<file path="src/dma_pkg.sv">
/*
 * Shared widths, region codes and FSM state types for the DMA engine.
 * Every DMA module pulls these in with a wildcard import of dma_pkg.
 */
package dma_pkg;

    // ==================================================
    // Bus and word geometry
    // ==================================================
    localparam int DATA_W         = 32;
    localparam int ADDR_W         = 32;
    // Address step between words and divisor for size rounding
    localparam int BYTES_PER_WORD = DATA_W / 8;

    // In-bank tile address bits and the bank select above them
    localparam int TILE_ADDR_W    = 12;
    localparam int TILE_BANK_W    = 2;

    // Top nibble of the destination that selects tile memory
    localparam logic [3:0] TILE_REGION_CODE = 4'h1;

    // ==================================================
    // Enumerations
    // ==================================================
    // Any destination nibble other than the tile code selects AXI
    typedef enum logic {
        DST_AXI,
        DST_TILE
    } dst_region_e;

    typedef enum logic [1:0] {
        RD_IDLE,
        RD_ADDR,
        RD_DATA
    } rd_state_e;

    typedef enum logic [2:0] {
        WR_IDLE,
        WR_WAIT,    // waiting for a word in the FIFO
        WR_ADDR,
        WR_DATA,
        WR_RESP,
        WR_TILE
    } wr_state_e;

endpackage

</file>
<file path="src/dma_engine.sv">
/*
 * DMA engine top level: controller, read engine, FIFO and write engine.
 * Copies a block from an AXI4-Lite source to AXI4-Lite or tile memory.
 */
`timescale 1ns/1ps

module dma_engine import dma_pkg::*; #(
    parameter int FIFO_DEPTH = 8
) (
    input  logic                   clk,
    input  logic                   rst_n,
    // ==================================================
    // Command and status
    // ==================================================
    input  logic                   start_i,
    input  logic [ADDR_W-1:0]      src_i,
    input  logic [ADDR_W-1:0]      dst_i,
    input  logic [31:0]            size_i,
    output logic                   busy_o,
    output logic                   done_o,
    // ==================================================
    // AXI4-Lite master
    // ==================================================
    output logic [ADDR_W-1:0]      m_araddr_o,
    output logic                   m_arvalid_o,
    input  logic                   m_arready_i,
    input  logic [DATA_W-1:0]      m_rdata_i,
    input  logic                   m_rvalid_i,
    output logic                   m_rready_o,
    output logic [ADDR_W-1:0]      m_awaddr_o,
    output logic                   m_awvalid_o,
    input  logic                   m_awready_i,
    output logic [DATA_W-1:0]      m_wdata_o,
    output logic                   m_wvalid_o,
    input  logic                   m_wready_i,
    input  logic                   m_bvalid_i,
    output logic                   m_bready_o,
    // Tile memory port
    output logic [TILE_ADDR_W-1:0] tile_addr_o,
    output logic [TILE_BANK_W-1:0] tile_bank_o,
    output logic [DATA_W-1:0]      tile_wdata_o,
    output logic                   tile_we_o
);

    logic              go;
    logic [ADDR_W-1:0] src_addr;
    logic [ADDR_W-1:0] dst_addr;
    logic [31:0]       word_count;
    dst_region_e       dst_region;
    logic              rd_done;
    logic              wr_done;
    logic              push;
    logic [DATA_W-1:0] push_data;
    logic              fifo_full;
    logic              pop;
    logic [DATA_W-1:0] head_data;
    logic              fifo_empty;

    dma_xfer_ctrl u_ctrl (
        .clk(clk), .rst_n(rst_n), .start_i(start_i), .src_i(src_i), .dst_i(dst_i),
        .size_i(size_i), .rd_done_i(rd_done), .wr_done_i(wr_done), .go_o(go),
        .src_addr_o(src_addr), .dst_addr_o(dst_addr), .word_count_o(word_count),
        .dst_region_o(dst_region), .busy_o(busy_o), .done_o(done_o)
    );

    dma_read_engine u_rd (
        .clk(clk), .rst_n(rst_n), .go_i(go), .src_addr_i(src_addr),
        .word_count_i(word_count), .fifo_full_i(fifo_full), .m_arready_i(m_arready_i),
        .m_rdata_i(m_rdata_i), .m_rvalid_i(m_rvalid_i), .m_araddr_o(m_araddr_o),
        .m_arvalid_o(m_arvalid_o), .m_rready_o(m_rready_o), .push_o(push),
        .push_data_o(push_data), .rd_done_o(rd_done)
    );

    // go also flushes whatever a previous transfer left behind
    dma_fifo #(.FIFO_DEPTH(FIFO_DEPTH)) u_fifo (
        .clk(clk), .rst_n(rst_n), .clear_i(go), .push_i(push), .push_data_i(push_data),
        .pop_i(pop), .head_data_o(head_data), .full_o(fifo_full), .empty_o(fifo_empty)
    );

    dma_write_engine u_wr (
        .clk(clk), .rst_n(rst_n), .go_i(go), .dst_addr_i(dst_addr),
        .word_count_i(word_count), .dst_region_i(dst_region), .fifo_head_i(head_data),
        .fifo_empty_i(fifo_empty), .m_awready_i(m_awready_i), .m_wready_i(m_wready_i),
        .m_bvalid_i(m_bvalid_i), .fifo_pop_o(pop), .m_awaddr_o(m_awaddr_o),
        .m_awvalid_o(m_awvalid_o), .m_wdata_o(m_wdata_o), .m_wvalid_o(m_wvalid_o),
        .m_bready_o(m_bready_o), .tile_addr_o(tile_addr_o), .tile_bank_o(tile_bank_o),
        .tile_wdata_o(tile_wdata_o), .tile_we_o(tile_we_o), .wr_done_o(wr_done)
    );

endmodule

</file>
<file path="src/dma_fifo.sv">
/*
 * Show-ahead word FIFO that decouples the read engine from the write engine.
 * The head word is visible before the pop; clear_i empties it at transfer start.
 */
`timescale 1ns/1ps

module dma_fifo import dma_pkg::*; #(
    parameter int FIFO_DEPTH = 8
) (
    input  logic              clk,
    input  logic              rst_n,
    input  logic              clear_i,
    input  logic              push_i,
    input  logic [DATA_W-1:0] push_data_i,
    input  logic              pop_i,
    output logic [DATA_W-1:0] head_data_o,
    output logic              full_o,
    output logic              empty_o
);

    localparam int PTR_W = $clog2(FIFO_DEPTH);

    logic [DATA_W-1:0] mem [FIFO_DEPTH];
    logic [PTR_W-1:0]  wr_ptr;
    logic [PTR_W-1:0]  rd_ptr;
    // One extra bit so a full buffer is distinct from an empty one
    logic [PTR_W:0]    count;

    assign head_data_o = mem[rd_ptr];
    assign full_o      = (count == FIFO_DEPTH);
    assign empty_o     = (count == 0);

    // Word storage
    always_ff @(posedge clk) begin
        if (push_i) begin
            mem[wr_ptr] <= push_data_i;
        end
    end

    // Pointers wrap on their own since the depth is a power of two
    always_ff @(posedge clk) begin
        if (!rst_n || clear_i) begin
            wr_ptr <= '0;
            rd_ptr <= '0;
            count  <= '0;
        end else begin
            if (push_i) begin
                wr_ptr <= wr_ptr + 1'b1;
            end
            if (pop_i) begin
                rd_ptr <= rd_ptr + 1'b1;
            end
            // Simultaneous push and pop leaves the count alone
            case ({push_i, pop_i})
                2'b10:   count <= count + 1'b1;
                2'b01:   count <= count - 1'b1;
                default: count <= count;
            endcase
        end
    end

    a_no_overflow: assert property (@(posedge clk) disable iff (!rst_n)
        !(push_i && full_o && !clear_i));
    a_no_underflow: assert property (@(posedge clk) disable iff (!rst_n)
        !(pop_i && empty_o && !clear_i));

endmodule

</file>
<file path="src/dma_read_engine.sv">
/*
 * AXI4-Lite read master that fetches the source block one word at a time.
 * Each R handshake is also the FIFO push; AR waits while the FIFO is full.
 */
`timescale 1ns/1ps

module dma_read_engine import dma_pkg::*; (
    input  logic              clk,
    input  logic              rst_n,
    input  logic              go_i,
    input  logic [ADDR_W-1:0] src_addr_i,
    input  logic [31:0]       word_count_i,
    input  logic              fifo_full_i,
    input  logic              m_arready_i,
    input  logic [DATA_W-1:0] m_rdata_i,
    input  logic              m_rvalid_i,
    output logic [ADDR_W-1:0] m_araddr_o,
    output logic              m_arvalid_o,
    output logic              m_rready_o,
    output logic              push_o,
    output logic [DATA_W-1:0] push_data_o,
    output logic              rd_done_o
);

    rd_state_e         state;
    logic [ADDR_W-1:0] rd_addr;
    logic [31:0]       words_left;

    // Address stays put for the whole AR phase
    assign m_araddr_o  = rd_addr;
    // R handshake writes straight into the FIFO
    assign push_o      = m_rvalid_i && m_rready_o;
    assign push_data_o = m_rdata_i;

    always_ff @(posedge clk) begin
        if (!rst_n) begin
            state       <= RD_IDLE;
            words_left  <= '0;
            m_arvalid_o <= 1'b0;
            m_rready_o  <= 1'b0;
            rd_done_o   <= 1'b0;
        end else begin
            rd_done_o <= 1'b0;
            case (state)
                RD_IDLE: begin
                    if (go_i) begin
                        rd_addr    <= src_addr_i;
                        words_left <= word_count_i;
                        state      <= RD_ADDR;
                    end
                end
                RD_ADDR: begin
                    // Only one read in flight, so room now means room at R
                    if (!m_arvalid_o && !fifo_full_i) begin
                        m_arvalid_o <= 1'b1;
                    end
                    if (m_arvalid_o && m_arready_i) begin
                        m_arvalid_o <= 1'b0;
                        m_rready_o  <= 1'b1;
                        state       <= RD_DATA;
                    end
                end
                RD_DATA: begin
                    if (push_o) begin
                        m_rready_o <= 1'b0;
                        rd_addr    <= rd_addr + ADDR_W'(BYTES_PER_WORD);
                        words_left <= words_left - 1'b1;
                        if (words_left == 32'd1) begin
                            rd_done_o <= 1'b1;
                            state     <= RD_IDLE;
                        end else begin
                            state <= RD_ADDR;
                        end
                    end
                end
                default: state <= RD_IDLE;
            endcase
        end
    end

    a_ar_hold: assert property (@(posedge clk) disable iff (!rst_n)
        m_arvalid_o && !m_arready_i |=> m_arvalid_o && $stable(m_araddr_o));
    a_push_room: assert property (@(posedge clk) disable iff (!rst_n)
        !(push_o && fifo_full_i));

endmodule

</file>
<file path="src/dma_write_engine.sv">
/*
 * Drains the FIFO one word at a time to AXI4-Lite or to the tile port.
 * The word is popped into a holding register, then routed by region.
 * Tile writes take a single cycle; AXI writes go through AW, W and B.
 */
`timescale 1ns/1ps

module dma_write_engine import dma_pkg::*; (
    input  logic                   clk,
    input  logic                   rst_n,
    input  logic                   go_i,
    input  logic [ADDR_W-1:0]      dst_addr_i,
    input  logic [31:0]            word_count_i,
    input  dst_region_e            dst_region_i,
    input  logic [DATA_W-1:0]      fifo_head_i,
    input  logic                   fifo_empty_i,
    input  logic                   m_awready_i,
    input  logic                   m_wready_i,
    input  logic                   m_bvalid_i,
    output logic                   fifo_pop_o,
    output logic [ADDR_W-1:0]      m_awaddr_o,
    output logic                   m_awvalid_o,
    output logic [DATA_W-1:0]      m_wdata_o,
    output logic                   m_wvalid_o,
    output logic                   m_bready_o,
    output logic [TILE_ADDR_W-1:0] tile_addr_o,
    output logic [TILE_BANK_W-1:0] tile_bank_o,
    output logic [DATA_W-1:0]      tile_wdata_o,
    output logic                   tile_we_o,
    output logic                   wr_done_o
);

    wr_state_e         state;
    dst_region_e       region;
    // Address of the word in flight and the address of the word after it
    logic [ADDR_W-1:0] cur_addr;
    logic [ADDR_W-1:0] next_addr;
    logic [DATA_W-1:0] word_q;
    logic [31:0]       words_left;

    // Pop happens the moment a waiting engine sees data
    assign fifo_pop_o   = (state == WR_WAIT) && !fifo_empty_i;

    assign m_awaddr_o   = cur_addr;
    assign m_wdata_o    = word_q;

    // Bank from bits 13:12, in-bank address from 11:0
    assign tile_addr_o  = cur_addr[TILE_ADDR_W-1:0];
    assign tile_bank_o  = cur_addr[TILE_ADDR_W +: TILE_BANK_W];
    assign tile_wdata_o = word_q;
    assign tile_we_o    = (state == WR_TILE);

    always_ff @(posedge clk) begin
        if (!rst_n) begin
            state       <= WR_IDLE;
            words_left  <= '0;
            m_awvalid_o <= 1'b0;
            m_wvalid_o  <= 1'b0;
            m_bready_o  <= 1'b0;
            wr_done_o   <= 1'b0;
        end else begin
            wr_done_o <= 1'b0;
            case (state)
                WR_IDLE: begin
                    if (go_i) begin
                        next_addr  <= dst_addr_i;
                        words_left <= word_count_i;
                        region     <= dst_region_i;
                        state      <= WR_WAIT;
                    end
                end
                WR_WAIT: begin
                    if (fifo_pop_o) begin
                        word_q     <= fifo_head_i;
                        cur_addr   <= next_addr;
                        next_addr  <= next_addr + ADDR_W'(BYTES_PER_WORD);
                        words_left <= words_left - 1'b1;
                        if (region == DST_TILE) begin
                            state <= WR_TILE;
                        end else begin
                            m_awvalid_o <= 1'b1;
                            state       <= WR_ADDR;
                        end
                    end
                end
                // Single tile write cycle
                WR_TILE: begin
                    if (words_left == '0) begin
                        wr_done_o <= 1'b1;
                        state     <= WR_IDLE;
                    end else begin
                        state <= WR_WAIT;
                    end
                end
                WR_ADDR: begin
                    if (m_awready_i) begin
                        m_awvalid_o <= 1'b0;
                        m_wvalid_o  <= 1'b1;
                        state       <= WR_DATA;
                    end
                end
                WR_DATA: begin
                    if (m_wready_i) begin
                        m_wvalid_o <= 1'b0;
                        m_bready_o <= 1'b1;
                        state      <= WR_RESP;
                    end
                end
                WR_RESP: begin
                    if (m_bvalid_i) begin
                        m_bready_o <= 1'b0;
                        wr_done_o  <= (words_left == '0);
                        state      <= (words_left == '0) ? WR_IDLE : WR_WAIT;
                    end
                end
                default: state <= WR_IDLE;
            endcase
        end
    end

    a_aw_hold: assert property (@(posedge clk) disable iff (!rst_n)
        m_awvalid_o && !m_awready_i |=> m_awvalid_o && $stable(m_awaddr_o));
    a_w_hold: assert property (@(posedge clk) disable iff (!rst_n)
        m_wvalid_o && !m_wready_i |=> m_wvalid_o && $stable(m_wdata_o));

endmodule

</file>
<file path="src/dma_xfer_ctrl.sv">
/*
 * Transfer controller: accepts a start, rounds the size up to words,
 * decodes the destination region and launches both engines with go.
 * Busy and the done pulse come from the two engine completion flags.
 */
`timescale 1ns/1ps

module dma_xfer_ctrl import dma_pkg::*; (
    input  logic              clk,
    input  logic              rst_n,
    input  logic              start_i,
    input  logic [ADDR_W-1:0] src_i,
    input  logic [ADDR_W-1:0] dst_i,
    input  logic [31:0]       size_i,
    input  logic              rd_done_i,
    input  logic              wr_done_i,
    output logic              go_o,
    output logic [ADDR_W-1:0] src_addr_o,
    output logic [ADDR_W-1:0] dst_addr_o,
    output logic [31:0]       word_count_o,
    output dst_region_e       dst_region_o,
    output logic              busy_o,
    output logic              done_o
);

    logic        accept;
    logic [32:0] size_up;
    logic        rd_seen;
    logic        wr_seen;
    logic        both_done;

    // Zero size or a start while busy is dropped here
    assign accept    = start_i && (size_i != '0) && !busy_o;
    // Extra bit keeps the round-up from wrapping near the top of the range
    assign size_up   = {1'b0, size_i} + 33'(BYTES_PER_WORD - 1);
    assign both_done = (rd_seen || rd_done_i) && (wr_seen || wr_done_i);

    always_ff @(posedge clk) begin
        if (accept) begin
            src_addr_o   <= src_i;
            dst_addr_o   <= dst_i;
            word_count_o <= 32'(size_up / BYTES_PER_WORD);
            dst_region_o <= (dst_i[ADDR_W-1 -: 4] == TILE_REGION_CODE) ? DST_TILE : DST_AXI;
        end
    end

    always_ff @(posedge clk) begin
        if (!rst_n) begin
            go_o    <= 1'b0;
            busy_o  <= 1'b0;
            done_o  <= 1'b0;
            rd_seen <= 1'b0;
            wr_seen <= 1'b0;
        end else begin
            go_o   <= accept;
            done_o <= 1'b0;
            if (accept) begin
                busy_o <= 1'b1;
            end else if (busy_o && both_done) begin
                // Last completion closes the transfer
                busy_o  <= 1'b0;
                done_o  <= 1'b1;
                rd_seen <= 1'b0;
                wr_seen <= 1'b0;
            end else begin
                rd_seen <= rd_seen || rd_done_i;
                wr_seen <= wr_seen || wr_done_i;
            end
        end
    end

    a_done_not_go: assert property (@(posedge clk) disable iff (!rst_n)
        !(done_o && go_o));

endmodule

</file>
<file path="config.mk">
export PLATFORM = sky130hd
export DESIGN_NAME = dma_engine
export DESIGN_NICKNAME = d
export VERILOG_FILES = /design/src/dma_pkg.sv /design/src/dma_engine.sv /design/src/dma_fifo.sv /design/src/dma_read_engine.sv /design/src/dma_write_engine.sv /design/src/dma_xfer_ctrl.sv
export SDC_FILE = /design/constraint.sdc
export NUM_CORES = 1
export LEC_CHECK = 0
export ABC_CLOCK_PERIOD_IN_PS = 4400
export BUFFER_PORTS_ARGS = -buffer_cell sky130_fd_sc_hd__buf_4
export CAP_MARGIN = 20
export CORE_MARGIN = 5
export CORE_UTILIZATION = 50
export DETAILED_ROUTE_END_ITERATION = 10
export HOLD_SLACK_MARGIN = 0.05
export PLACE_DENSITY = 0.82
export SYNTH_ARGS = -nofsm -noshare
export SYNTH_HDL_FRONTEND = slang
export SYNTH_HIERARCHICAL = 1
export SYNTH_SLANG_ARGS = --single-unit
</file>
<file path="constraint.sdc">
create_clock -name clk -period 4.4 [get_ports clk]
set_input_delay 1.1 -clock clk [delete_from_list [all_inputs] [get_ports clk]]
set_output_delay 1.1 -clock clk [all_outputs]
set_load 0.03 [all_outputs]
</file>
Word-level counts from Yosys, hierarchy flattened
Memory sizes are Yosys's and may differ from the RTL's. A register that Yosys moved wholly into a read port is not among the register bits.
Index checks and enable logic that the tools add are counted.
{ "classes": {"add_sub_neg": 9, "eq_ne": 21, "mux": 52, "n_bitwise": 1, "reduce_logical": 45} }
{ "ops": {"columns": ["cell", "n"], "rows": [
  ["one-hot mux 32 bit (2 select lines)", 4],
  ["two-way mux 32 bit", 7],
  ["adder 32 x 3 -> 32 bit (second input constant)", 2],
  ["subtractor 32 x 1 -> 32 bit (second input constant)", 2],
  ["adder 32 x 2 -> 33 bit (second input constant)", 1],
  ["== test 32 x 1 -> 1 bit (second input constant)", 1],
  ["logical NOT 32 bit", 1],
  ["nonzero test 32 bit", 1],
  ["AND reduction 3 bit", 9],
  ["two-way mux 1 bit", 24],
  ["two-way mux 3 bit", 6],
  ["one-hot mux 3 bit (6 select lines)", 1],
  ["nonzero test 2 bit", 9],
  ["inequality test 2 bit (second input constant)", 7],
  ["AND reduction 4 bit", 3],
  ["one-hot mux 1 bit (2 select lines)", 5],
  ["logical AND 1 bit", 8],
  ["one-hot mux 4 bit (2 select lines)", 1],
  ["adder 3 x 1 -> 3 bit (second input constant)", 2],
  ["== test 3 x 2 -> 1 bit (second input constant)", 2],
  ["== test 3 bit (second input constant)", 2],
  ["two-way mux 2 bit", 3],
  ["one-hot mux 2 bit (3 select lines)", 1],
  ["logical NOT 1 bit", 5],
  ["16 further kinds", 21]
]} }
{ "totals": {"regBits": 284, "ram_bits": 256, "inputBits": 136, "output_inout_bits": 150, "word_cells": 156, "mem_count": 1} }
{ "mem_list": {"columns": ["name", "depth", "width", "rd", "rd_clocked_by_memory_dff", "write_ports", "line", "rtl"], "rows": [
  ["u_fifo.mem", 8, 32, 1, 1, 1, "dma_fifo.sv:23", "logic [DATA_W-1:0] mem [FIFO_DEPTH];"]
]} }

Depth between registers and ports, before layout
{ "logic_depth": {"word_depth": 5, "ltp_mapped": 10, "mapped_depth_nobuf": 10} }

Cells and area by module
Netlist, hierarchy kept.
{ "by_module_without_submodules": {"columns": ["mod", "instances", "cells_each", "area_per_inst_um2"], "rows": [
  ["dma_fifo", 1, 443, 10408.7],
  ["dma_write_engine", 1, 627, 6607.6],
  ["dma_read_engine", 1, 522, 4302.9],
  ["dma_xfer_ctrl", 1, 208, 3708.6]
]} }

Worst setup path after synthesis
Ideal clock, no wire load.
{ "synth_timing": {"path_kind": "input to register", "start": "input port rst_n", "end": "register u_wr.words_left[31]", "setup_ns": 0.085, "arrival_time_ns": 4.332, "slack_ns": -0.017, "stages": 4, "path_cell_list": "nand2_1 nor2_1 nand4_1 o211ai_1"} }
{ "synth_rtl": {"columns": ["item", "line", "rtl"], "rows": [
  ["start: declaration", "dma_engine.sv:11", "input logic rst_n,"],
  ["end signal: assignment", "dma_write_engine.sv:67", "words_left <= word_count_i;"],
  ["end signal: assignment", "dma_write_engine.sv:77", "words_left <= words_left - 1'b1;"],
  ["end: declaration", "dma_write_engine.sv:39", "logic [31:0] words_left;"]
]} }

Final worst setup path
{ "layout_timing": {"start": "register u_wr.state[2]", "end": "output port tile_we_o"} }
{ "layout_via": {"elab_chain_cells": 1} }
{ "layout_rtl": {"columns": ["item", "line", "rtl"], "rows": [
  ["start: declaration", "dma_write_engine.sv:33", "wr_state_e state;"],
  ["start signal: assignment", "dma_write_engine.sv:113", "state <= (words_left == '0) ? WR_IDLE : WR_WAIT;"],
  ["== test 3 bit", "dma_write_engine.sv:51", "assign tile_we_o = (state == WR_TILE);"],
  ["end: declaration", "dma_engine.sv:42", "output logic tile_we_o"]
]} }
No other way between the ends.

==> reports/qor.yml <==
cts_setup_buffers: 0
antenna_found_initial: 4
synth.most_common_cell: "edfxtp_1"
finalCritPeriodShare_pct: 78.0
peakVddDrop_mv: 0.293
io_buffers: 285
rr_endpoint: "u_fifo/count[2]"
yosysUniqueCellTypes: 80
start_util_pct: 50.2
synth-seq-area-share_pct: 65.2
synthFlopType: "edfxtp_1"
cts_root_buf: "clkbuf_16"
synthTopCellsByCount: "edfxtp_1 (481), nand2_1 (163), o21ai_0 (109), nor2_1 (95), dfxtp_1 (94)"
cp-end-kind: "output port"
yosysWarningCount: 6
critPathArrivalTime_ns: 2.33
clockBufferDepth: 3
cp_data_required_time_ns: 3.30
htreeDepth: 2
ys_seq_elements: 575
core_um2: 49900
grt_setup_unrepaired: "false"
nets: 2154
slew_headroom_pct: 29.8
global_route.usage.total_pct: 21.5
grt_pass1_wl_um: 92000
gp_congestion: 0.886
die_h_um: 234
synthToLayoutAreaGrowth_pct: 16.5
p_leak_nw: 10.1
endpoint: "tile_we_o"
cts_buffers: 56
clk_pin_slew_ns: 0.06
hpwlAfterDp_um: 38700
maxCapViolCount: 0
grt_overflow: 0
p_per_area_nw_per_um2: 437
slew_viol_final: 0
drt_iter0_markers: 1608
timing.rr.start: "u_wr/state[0]"
fmaxAchievable_mhz: 291
critPathLaunchType: "flip-flop"
worst_pin_slew_ns: 1.04
critPathLaunch: "u_wr/state[2]"
synth_cells: 1800
grt_max_degree: 65
syn-num-nets: 1946
cts_tree: "done"
synth-edff-count: 481
finClkSkew_ns: 0.0299
num_vias: 16200
yosys-top-cells-area: "edfxtp_1 (58%), dfxtp_1 (7.5%), mux4_1 (4.2%), nand2_1 (2.4%), buf_4 (2.4%)"
path_max_fanout: 13
routedWlPerCell_um: 22.2
clock-sinks: 575
drtAntennaViolNets: 0
drt_first_pass_iters: 7
grt_pass1_vias: 16200
drc: 0
layout-drive-gt1-share_pct: 24.0
outcome: "finished clean"
rows: 82
yosysTopAreaCell: "edfxtp_1"
crit_type: "reg -> out"
post-route-util_pct: 58.5
hold_violations: 0
synth_top_area_share_pct: 57.7
rrSetupSlack_ns: 1.21
fin_crit_ns: 3.43
io_pins: 286
synth_area_per_cell_um2: 13.9
drt-total-wl_um: 60500
timing.setup.tns_ns: 0
synthArstFlopShare_pct: 0
cts.repair.resized: 0
netlist_area_um2: 25000
ctsHoldBuffers: 0
r2r_cells: 9
hold_path.class: "reg -> reg"
insertion_delay_ns: 0.61
die_x_um: 234
detail_route.vias_per_cell: 5.93
dieArea_um2: 54600
finalSetupViolations: 0
==> worst min-delay path by stage <==
stage	startpoint	endpoint	cells after the start
floorplan	u_wr/next_addr[0]	u_wr/m_awaddr_o[0]	0
global placement	u_wr/next_addr[1]	u_wr/m_awaddr_o[1]	0
detailed placement	u_wr/next_addr[0]	u_wr/m_awaddr_o[0]	0
CTS	u_wr/next_addr[1]	u_wr/m_awaddr_o[1]	0
global route	u_wr/next_addr[1]	u_wr/m_awaddr_o[1]	0
finish	u_wr/next_addr[0]	u_wr/m_awaddr_o[0]	0
==> worst max-delay path, cell delays in order (launching register included) <==
cell	delay (ns)
dfxtp_1	0.58
inv_1	0.21
nor3b_1	0.65
buf_4	0.28
==> sequential cells by signal, summed over array words and instances, names as in the netlist, 2 cells and up, named ones only <==
register             flops
u_fifo/mem             256
u_wr/words_left         32
u_ctrl/src_addr_o       32
u_fifo/wr_ptr            3
u_wr/state               3
u_fifo/rd_ptr            3
u_ctrl/dst_addr_o       32
u_rd/words_left         32
u_wr/next_addr          32
u_rd/state               2
u_ctrl/word_count_o     31
u_wr/m_awaddr_o         32
u_wr/m_wdata_o          32
u_fifo/count             4
u_rd/m_araddr_o         32
==> routing by layer <==
metal  part of all wire [%]  global-route usage, %
met4                    3.5                   8.41
met2                     51                   37.2
met5                      0                      0
met1                     38                   27.5
met3                    7.2                   3.34
==> where the power goes <==
part / switching [mW] / total, mW / internal [mW]
combinational: 1.03 / 1.61 / 0.572
clock: 2.03 / 4.81 / 2.78
sequential: 0.203 / 6.32 / 6.12
total: 3.26 / 12.7 / 9.47
==> through the flow <==
stage	std cells	total power [mW]	hold WS [ns]	instance area, µm²	worst slack (ns)
after detailed placement	2622	8.00	0.405	27300	1.08
after CTS	2725	12.8	0.439	29100	1.03
final	2729	12.7	0.445	29200	0.967
after global routing	2729	13.3	0.458	29200	0.822
after global placement	2622	7.94	0.403	27300	1.10
after floorplan	1800	7.50	0.400	25000	0.244
==> final cells by class <==
type,instances,area (µm²)
Fill cell,3751,20700
Sequential cell,575,16300
Multi-Input combinational cell,1041,7680
Timing Repair Buffer,311,2350
Clock buffer,72,1470
Tap cell,672,841
Clock inverter,31,380
Inverter,23,88.8
Antenna cell,4,10.0
==> cell usage in the layout, fill, tap and decap left out, types with 13 or more instances in the layout <==
cell       count
nand2_1      163
nand3_1       59
a211oi_1      13
edfxtp_1     481
inv_1         22
o22ai_1       14
mux2_2        34
o21ai_0      109
a31oi_1       14
and3_1        24
xnor2_1       52
mux4_2        24
clkbuf_16     56
buf_4        310
xor2_1        40
clkbuf_1      15
nor2_1        88
a21oi_1       51
nor3_1        46
mux4_1        40
nor4_1        34
dfxtp_1       92
nand4_1       38
==> logic make-up after synthesis <==
kind of cell,after synthesis,synth area share (%)
flip-flops,575,65.2
AND/OR/NAND/NOR,556,11.7
AO/OA/AOI/OAI,273,6.73
buffers and inverters,184,4.25
multiplexers,109,8.33
XOR/XNOR,92,3.22
adder cells (fa/ha/maj),10,0.500
other,1,0.0150
No activity file was read; power rests on OpenSTA's default activity.
